==> src/rtl/soc_pkg.sv <==
`default_nettype none

package soc_pkg;

  // ********************************************************************
  // Bus request and response
  // ********************************************************************

  typedef struct packed {
    logic valid;
    logic instr;               // Fetch flag from the core
    logic [31 : 0] addr;
    logic [31 : 0] wdata;
    logic [3 : 0] wstrb;       // All zero marks a read
  } mem_req_t;

  typedef struct packed {
    logic [31 : 0] rdata;
    logic ready;               // One cycle pulse per access
  } mem_rsp_t;

  // ********************************************************************
  // Address map
  // ********************************************************************

  // Half open window, everything outside it lands in the RAM
  localparam logic [31 : 0] timer_base_addr = 32'h0200_0000;
  localparam logic [31 : 0] timer_top_addr = 32'h0200_0010;

  localparam logic [3 : 0] timer_mtime_lo = 4'h0;
  localparam logic [3 : 0] timer_mtime_hi = 4'h4;
  localparam logic [3 : 0] timer_mtimecmp_lo = 4'h8;
  localparam logic [3 : 0] timer_mtimecmp_hi = 4'hC;

  // ********************************************************************
  // Memory and timer sizing
  // ********************************************************************

  localparam int bram_depth = 1024;                    // Words
  localparam int bram_addr_bits = $clog2(bram_depth);  // Word index width

  // Clocks per half period of rtc
  localparam logic [15 : 0] clk_divider_rtc = 16'd4;

endpackage

`default_nettype wire

==> src/rtl/bus_router.sv <==
`default_nettype none

module bus_router (
  input soc_pkg::mem_req_t mem_req,
  output soc_pkg::mem_rsp_t mem_rsp,
  output soc_pkg::mem_req_t ram_req,
  output soc_pkg::mem_req_t tmr_req,
  input soc_pkg::mem_rsp_t ram_rsp,
  input soc_pkg::mem_rsp_t tmr_rsp
);
  import soc_pkg::*;

  logic in_timer;

  // ********************************************************************
  // Address decode
  // ********************************************************************

  always_comb begin
    in_timer = (mem_req.addr >= timer_base_addr) &&
               (mem_req.addr < timer_top_addr);
  end

  // Payload goes to both slaves, only the selected one sees valid
  always_comb begin
    ram_req = mem_req;
    tmr_req = mem_req;

    if (in_timer) begin
      ram_req.valid = 1'b0;
      tmr_req.valid = mem_req.valid;
    end else begin
      ram_req.valid = mem_req.valid;  // Default target, address wraps there
      tmr_req.valid = 1'b0;
    end
  end

  // ********************************************************************
  // Response merge
  // ********************************************************************

  always_comb begin
    if (ram_rsp.ready == 1'b1) begin
      mem_rsp.rdata = ram_rsp.rdata;
      mem_rsp.ready = ram_rsp.ready;
    end else if (tmr_rsp.ready == 1'b1) begin
      mem_rsp.rdata = tmr_rsp.rdata;
      mem_rsp.ready = tmr_rsp.ready;
    end else begin
      mem_rsp.rdata = '0;  // Idle bus reads as zero
      mem_rsp.ready = 1'b0;
    end
  end

endmodule

`default_nettype wire

==> config.mk <==
export PLATFORM = sky130hd
export DESIGN_NAME = bus_router
export DESIGN_NICKNAME = d
export VERILOG_FILES = /design/src/rtl/soc_pkg.sv /design/src/rtl/bus_router.sv
export SDC_FILE = /design/constraint.sdc
export NUM_CORES = 1
export LEC_CHECK = 0
export ABC_AREA = 1
export BUFFER_PORTS_ARGS = -buffer_cell sky130_fd_sc_hd__buf_4
export CORE_AREA = 2 2 121 123
export DETAILED_ROUTE_END_ITERATION = 6
export DIE_AREA = 0 0 123 125
export PLACE_DENSITY = 0.41
export SETUP_SLACK_MARGIN = 0.1
export SLEW_MARGIN = 20
export SYNTH_ARGS = -nofsm -noshare
export SYNTH_HDL_FRONTEND = slang
export SYNTH_SLANG_ARGS = --single-unit
==> constraint.sdc <==
create_clock -name vclk -period 0.82
set_input_delay 0.123 -clock vclk [all_inputs]
set_output_delay 0.123 -clock vclk [all_outputs]
set_load 0.01 [all_outputs]
==> metrics.txt <==
DRT Pass-1 Iters 4; Avg Cell Area, Syn 6.128 um2; Metal-1 WL 2.297 mm; vias in the first global route 1988; CP arrival 850 ps; Ys Warns 0; critical path class primary input to output port; worst path required time 700 ps; first-pass GRT wire length 11.56 mm; synthesized instance count 303; fin. max-slew vios 0; Vias 2024; DRT Wirelength 8.811 mm; Initial DRC Count 25; Placed Area 2630 um2; Fin. Hold Viols 0; post-route setup slack -155.8 ps; fin util 25.78%; largest net degree at the start of global routing 34; sequential-to-total area share from yosys stat 0%; DRC 0; P&R area growth vs syn 97.24%; FF+latch area 0 um2; Highest Signal Layer met4; met3 wire len 1.237 mm; clock buffer count 0; die footprint 15380 um2; Starting Density 13.07%; Routed Antenna Nets 0; syn_nets 439; die width 123 um; post-route cell area 3662 um2; Peak VDD IR 0.2315 mV; critical path startpoint mem_req[62]; total power 1.981 mW; Fillers 1564; vias per inst 3.563; Final #Nets 522; layout cells sized above 1 91.67%; Critical Path Fanout Max 2; CP cell instances buf_4, inv_2, nand2_2, nor2_4, nand2_2, nor2_4, nand2_2, nor2_4, buf_6; worst-margin pin slew 184.5 ps; Die Span Y 125 um; # setup viols final 35; hold_ws 246.0 ps; Max Freq 1025 MHz; cell area after synthesis 1857 um2; FFs & Latches 0; DP Worst Slack -255.7 ps; GR Overflow Total 0; GRT Total Usage 9.793%; Slowest Stage Delay on Critical Path 120 ps; Hold/Removal Path Class primary input to output port; Slew headroom 87.70%; I/O pins 309; CP endpoint kind output port; pwr dens 540.8 nW/um2; placed instance count 557; initial antenna violation count 0; max_cap viols 0; row count 44; footprint of the multi-input gates 1165 um2; failing checks setup timing; Worst setup SP type primary input; Avg WL per Cell 15.51 um; Slowest-stage cell, CP buf_4; Post-Layout Cell Count 568; port buffer count 186; period utilisation layout 119.0%; static leakage 1.779 nW; Fin Setup TNS -2730 ps; antenna cells 0; RSZ-0062 raised after global routing true; DR WL met2 5.136 mm; core region area 14200 um2; Cell variety after synth 12; Detail Placement HPWL 7.099 mm; fin crit period 975.8 ps; Critical Path End tmr_req[69]; Placer Congestion 0.7585; status finished with violations
-- power by group --
group | total (mW) | leakage, nW | switching, mW | internal, mW
Sequential | 0 | 0 | 0 | 0
Combinational | 1.98 | 1.78 | 0.835 | 1.15
Clock | 0 | 0 | 0 | 0
-- cell type report --
class	instances	share of cell area (%)
inverter	21	2.562
multi-input combinational	133	31.81
tap	184	6.286
timing repair buffer	230	59.34
-- critical path, delay by kind of cell --
family	cells	cell delay (ps)
simple gates	6	460
buf+inv	3	270
-- placed cells by master, fill, tap and decap left out --
cell type	count
nand3_1	2
buf_12	5
nand2_4	8
nand2_1	20
nand2_2	52
buf_6	51
inv_2	15
inv_1	4
nor2_4	10
or2_1	1
buf_4	162
nor2_1	5
inv_12	1
bufbuf_16	1
nor2_2	3
buf_16	6
nand3_2	7
buf_8	4
inv_4	1
clkbuf_16	1
nand3_4	25
-- metal layers --
metal,track usage (%),vias to the layer above
met5,0,-
met4,1.404,0
met3,3.832,6
met2,21.32,200
met1,7.902,870
li1,-,948
-- timing repair --
item / 4_1_cts / 5_1_grt
setup buffers: 2 / 2
setup endpoints to repair: 35 / 35
resized for setup: 153 / 63
hold buffers: 0 / 0
pin swaps: 49 / 43
gates cloned: 6 / 1
-- cells by family after synthesis --
kind of cell	after synthesis	synth area share, %
simple gates	133	34.97
buf+inv	170	65.03
-- worst min-delay path by stage --
stage	startpoint	slack, ps	to	cells past startpoint
6_report	mem_req[18]	250	ram_req[18]	0
5_1_grt	mem_req[29]	250	ram_req[29]	0
4_1_cts	mem_req[11]	250	ram_req[11]	0
3_5_place_dp	mem_req[11]	250	ram_req[11]	0
3_3_place_gp	mem_req[11]	250	ram_req[11]	0
2_1_floorplan	mem_req[0]	340	ram_req[0]	1
-- Yosys cell counts, drive strengths merged --
cell | n | share of area [%]
nand2 | 80 | 16
nor2 | 18 | 3.9
buf | 149 | 61
inv | 21 | 4.4
or2 | 1 | 0.34
nand3 | 34 | 15
No activity file was read; power rests on OpenSTA's default activity.
