==> config.mk <==
export PLATFORM = sky130hd
export DESIGN_NAME = machine_timer
export DESIGN_NICKNAME = d
export VERILOG_FILES = /design/src/rtl/soc_pkg.sv /design/src/rtl/machine_timer.sv
export SDC_FILE = /design/constraint.sdc
export NUM_CORES = 1
export LEC_CHECK = 0
export BUFFER_PORTS_ARGS = -buffer_cell sky130_fd_sc_hd__buf_2
export CAP_MARGIN = 10
export CORE_MARGIN = 5
export CORE_UTILIZATION = 55
export DETAILED_ROUTE_END_ITERATION = 8
export HOLD_SLACK_MARGIN = 0.1
export PLACE_DENSITY_LB_ADDON = 0.15
export SLEW_MARGIN = 20
export SYNTH_ARGS = -nofsm -noshare
export SYNTH_HDL_FRONTEND = slang
export SYNTH_SLANG_ARGS = --single-unit
export TNS_END_PERCENT = 50
==> constraint.sdc <==
create_clock -name clk -period 6.45 [get_ports clk]
set_input_delay 0.3225 -clock clk [delete_from_list [all_inputs] [get_ports clk]]
set_output_delay 0.3225 -clock clk [all_outputs]
set_load 0.01 [all_outputs]
==> src/rtl/soc_pkg.sv <==
`default_nettype none

package soc_pkg;

  // ********************************************************************
  // Bus request and response
  // ********************************************************************

  typedef struct packed {
    logic valid;
    logic instr;               // Fetch flag from the core
    logic [31 : 0] addr;
    logic [31 : 0] wdata;
    logic [3 : 0] wstrb;       // All zero marks a read
  } mem_req_t;

  typedef struct packed {
    logic [31 : 0] rdata;
    logic ready;               // One cycle pulse per access
  } mem_rsp_t;

  // ********************************************************************
  // Address map
  // ********************************************************************

  // Half open window, everything outside it lands in the RAM
  localparam logic [31 : 0] timer_base_addr = 32'h0200_0000;
  localparam logic [31 : 0] timer_top_addr = 32'h0200_0010;

  localparam logic [3 : 0] timer_mtime_lo = 4'h0;
  localparam logic [3 : 0] timer_mtime_hi = 4'h4;
  localparam logic [3 : 0] timer_mtimecmp_lo = 4'h8;
  localparam logic [3 : 0] timer_mtimecmp_hi = 4'hC;

  // ********************************************************************
  // Memory and timer sizing
  // ********************************************************************

  localparam int bram_depth = 1024;                    // Words
  localparam int bram_addr_bits = $clog2(bram_depth);  // Word index width

  // Clocks per half period of rtc
  localparam logic [15 : 0] clk_divider_rtc = 16'd4;

endpackage

`default_nettype wire

==> src/rtl/machine_timer.sv <==
`default_nettype none

module machine_timer (
  input logic clk,
  input logic rst,
  input soc_pkg::mem_req_t req,
  output soc_pkg::mem_rsp_t rsp,
  output logic irpt
);
  import soc_pkg::*;

  logic [15 : 0] count;
  logic rtc;
  logic rtc_q;
  logic rtc_rise;

  logic [63 : 0] mtime;
  logic [63 : 0] mtime_inc;
  logic [63 : 0] mtimecmp;

  logic access;
  logic write;
  logic [31 : 0] rdata_next;
  logic [31 : 0] rdata_q;
  logic ready_q;

  // ********************************************************************
  // Real time clock
  // ********************************************************************

  always_ff @(posedge clk) begin
    if (rst == 1'b0) begin
      count <= '0;
      rtc <= 1'b0;
      rtc_q <= 1'b0;
    end else begin
      rtc_q <= rtc;
      if (count == clk_divider_rtc - 16'd1) begin
        rtc <= ~rtc;
        count <= '0;
      end else begin
        count <= count + 16'd1;
      end
    end
  end

  assign rtc_rise = rtc && !rtc_q;  // One tick per full rtc period
  assign mtime_inc = rtc_rise ? mtime + 64'd1 : mtime;

  // ********************************************************************
  // Register interface
  // ********************************************************************

  assign access = req.valid && !ready_q;
  assign write = access && (req.wstrb != 4'b0000);  // Any strobe means a full word

  always_ff @(posedge clk) begin
    if (rst == 1'b0) begin
      mtime <= '0;
      mtimecmp <= '1;  // Far future, interrupt stays low
    end else begin
      mtime <= mtime_inc;
      if (write) begin
        case (req.addr[3 : 0])
          timer_mtime_lo: mtime <= {mtime_inc[63 : 32], req.wdata};
          timer_mtime_hi: mtime <= {req.wdata, mtime_inc[31 : 0]};
          timer_mtimecmp_lo: mtimecmp[31 : 0] <= req.wdata;
          timer_mtimecmp_hi: mtimecmp[63 : 32] <= req.wdata;
          default: ;
        endcase
      end
    end
  end

  always_comb begin
    case (req.addr[3 : 0])
      timer_mtime_lo: rdata_next = mtime[31 : 0];
      timer_mtime_hi: rdata_next = mtime[63 : 32];
      timer_mtimecmp_lo: rdata_next = mtimecmp[31 : 0];
      timer_mtimecmp_hi: rdata_next = mtimecmp[63 : 32];
      default: rdata_next = '0;
    endcase
  end

  always_ff @(posedge clk) begin
    if (access) begin
      rdata_q <= rdata_next;
    end
  end

  always_ff @(posedge clk) begin
    if (rst == 1'b0) begin
      ready_q <= 1'b0;
      irpt <= 1'b0;
    end else begin
      ready_q <= access;
      irpt <= (mtime >= mtimecmp);  // Lags the registers by one clock
    end
  end

  assign rsp = '{rdata: rdata_q, ready: ready_q};

endmodule

`default_nettype wire

==> flow_summary.ini <==
[clock_tree]
cts_hold_buffers = 0
clock-sinks = 180
clk_pin_slew_ps = 70
cts_inserted_buffers = 17
insertion_delay_ps = 430
post_cts.resized_instances = 0
cts_root_buf = clkbuf_16
htree_levels = 4
cts_tree = done
clock_path_buffers = 2
postCtsSetupBuffers = 0

[timing]
min_period_ps = 3340
worst_pin_slew_ps = 1050
maxSlewViolCount = 0
fmaxAchievable_mhz = 299
slew_headroom_pct = 29.6
setup_tns_ps = 0
finalCritPeriodShare_pct = 51.8
rsz0062_at_grt = no
clock_skew_ps = 9.53
final_hold_viol_count = 0
fin_ws_ps = 3110
setup_viol = 0

[setup_path]
slowest_stage = nand4_1
cp.required_ps = 6740
crit_fanout = 20
critPathBufInv = 0
worstSetupStartpoint = rtc$_SDFFE_PN0P_
cp_data_arrival_time_ps = 3630
critical_path_class = reg -> reg
slowest_delay_ps = 910
worst_setup_path_end_kind = register
r2r-start = rtc$_SDFFE_PN0P_
cp_top_family = simple AND/OR/NAND/NOR gates
path_cells = nor2b_1, and4_1, nand4_1, nor4_1, xnor2_1, o22ai_1
crit_path_start_kind = register

[logic_synthesis]
netlist_instances = 1065
synth_area_um2 = 9580
synth_edf_count = 32
ys_types = 53
yosysTopAreaCell = dfxtp_1
ys_seq_area_share_pct = 41.0
avgSynthCellArea_um2 = 9.00
yosysWarnings = 0
synth_ff_type = dfxtp_1
synthTopCellsByArea = dfxtp_1 31%, edfxtp_1 10%, ha_1 8.6%, o211ai_1 5.1%, xnor2_1 4.5%
syn_nets = 1203
async_flop_share_pct = 0
netlist_top_cells_count = 148 x dfxtp_1, 112 x nand2_1, 79 x inv_1
ys_ff_latch = 180
synth_top_cell_area_share_pct = 30.9
yosysMostFrequentCell = dfxtp_1

[die]
die_width_um = 142
rows = 48
ios = 106
die_area_um2 = 20200
fp.dieH_um = 142
coreArea_um2 = 17200
start_util_pct = 55.8

[grt]
grt_max_degree = 67
grt_pass1_vias = 7929
track_usage_pct = 25.1
antenna_found_initial = 0
grt_pass1_wl_mm = 40.4
overflow = 0

[hold_path]
worstHoldStart = req[11]
hold_path_class = in -> reg

[finish]
final_cell_area_um2 = 10600
area.growth.synth_to_final_pct = 11.1
layout-drive-gt1-share_pct = 12.6
finalNetCount = 1245
fill_cells = 1571
diodes = 0

[route]
drcViolationCount = 0
top_layer_used = met4
vias_per_cell = 6.01
ant_nets = 0
drt-initial-drc-count = 522
wl_met1_mm = 11.3
wl_met3_mm = 1.42
wirelength_mm = 25.0
vias = 8077
met2WireLength_mm = 11.7
first_pass_iters = 5
wire_per_inst_um = 18.6

[placement]
finalWeightedCongestion = 0.879
port_buffers = 76
dp_hpwl_mm = 16.5
place_ws_ps = 3130
dpl_cell_area_um2 = 10100

[status]
status = completed

[pwr]
peakVddDrop_mv = 0.207
p_per_area_nw_per_um2 = 221
p_leak_nw = 4.58

[flow_run]
cap_violations = 0
==> worst paths after layout <==
kind	end	slack, ps	cells past startpoint
max	mtime[60]$_SDFF_PN0_	3110	6
min	mtimecmp[7]$_SDFFE_PN1P_	160	3
max reg2reg	mtime[60]$_SDFF_PN0_	3110	6
min reg2reg	count[0]$_SDFF_PP0_	470	1
==> flip-flops by register name, summed over array words and instances (netlist names) <==
signal / flops
rtc_q: 1
ready_q: 1
irpt: 1
rdata_q: 32
rtc: 1
mtime: 64
mtimecmp: 64
count: 16
==> cell usage in the layout (no fill, tap or decap), types with 31 or more instances in the layout <==
cell type  instances
a21oi_1           65
a22o_1            31
nor2_1            54
buf_2             75
o211ai_1          65
o21ai_0           57
dfxtp_1          148
a221o_1           33
nand2_1          111
ha_1              66
edfxtp_1          32
inv_1             79
xnor2_1           49
==> logic make-up (layout without fill, tap and decap cells) <==
| kind of cell | Yosys count | after routing | share of synthesized area (%) |
|---|---|---|---|
| compound gates | 292 | 292 | 21.1 |
| xor+xnor | 74 | 74 | 6.77 |
| fa+ha+maj | 66 | 66 | 8.62 |
| buf+inv | 143 | 198 | 6.02 |
| flops | 180 | 180 | 41.0 |
| mux | 1 | 1 | 0.104 |
| simple gates | 309 | 309 | 16.5 |
==> layer usage <==
layer  vias up  GRT usage (%)
met2       233           41.4
li1       3976              -
met3        31           4.10
met1      3837           33.4
met5         -              0
met4         0           9.04
==> per-stage QoR <==
| step | total power, mW | hold slack, ps | utilization, % | instances |
|---|---|---|---|---|
| floorplan | 1.31 | 426 | - | 1065 |
| global placement | 1.38 | 441 | 58.6 | 1313 |
| detailed placement | 1.38 | 454 | 58.7 | 1313 |
| CTS | 2.37 | 153 | 62.0 | 1345 |
| global route | 2.45 | 162 | 62.0 | 1345 |
| finish | 2.36 | 163 | 62.0 | 1345 |
==> layout make-up <==
type	count	area, µm²	share of cell area [%]
clock inverter	7	43.8	0.411
multi-input combinational	742	5110	48.0
timing repair buffer	86	458	4.30
sequential	180	3920	36.9
clock buffer	25	526	4.94
tap	225	282	2.64
inverter	80	300	2.82
==> where the power goes <==
group,switching [mW],internal (mW)
combinational,0.0987,0.0584
sequential,0.0231,1.18
clock,0.435,0.565
total,0.557,1.80
==> worst register-to-register path: cells and delay by family, from the launching register on <==
family          cells  cell delay (ps)
xor+xnor            1              170
simple gates        4             2600
compound gates      1               90
flops               1              350
Note: power is estimated with default switching activity, not from simulation.
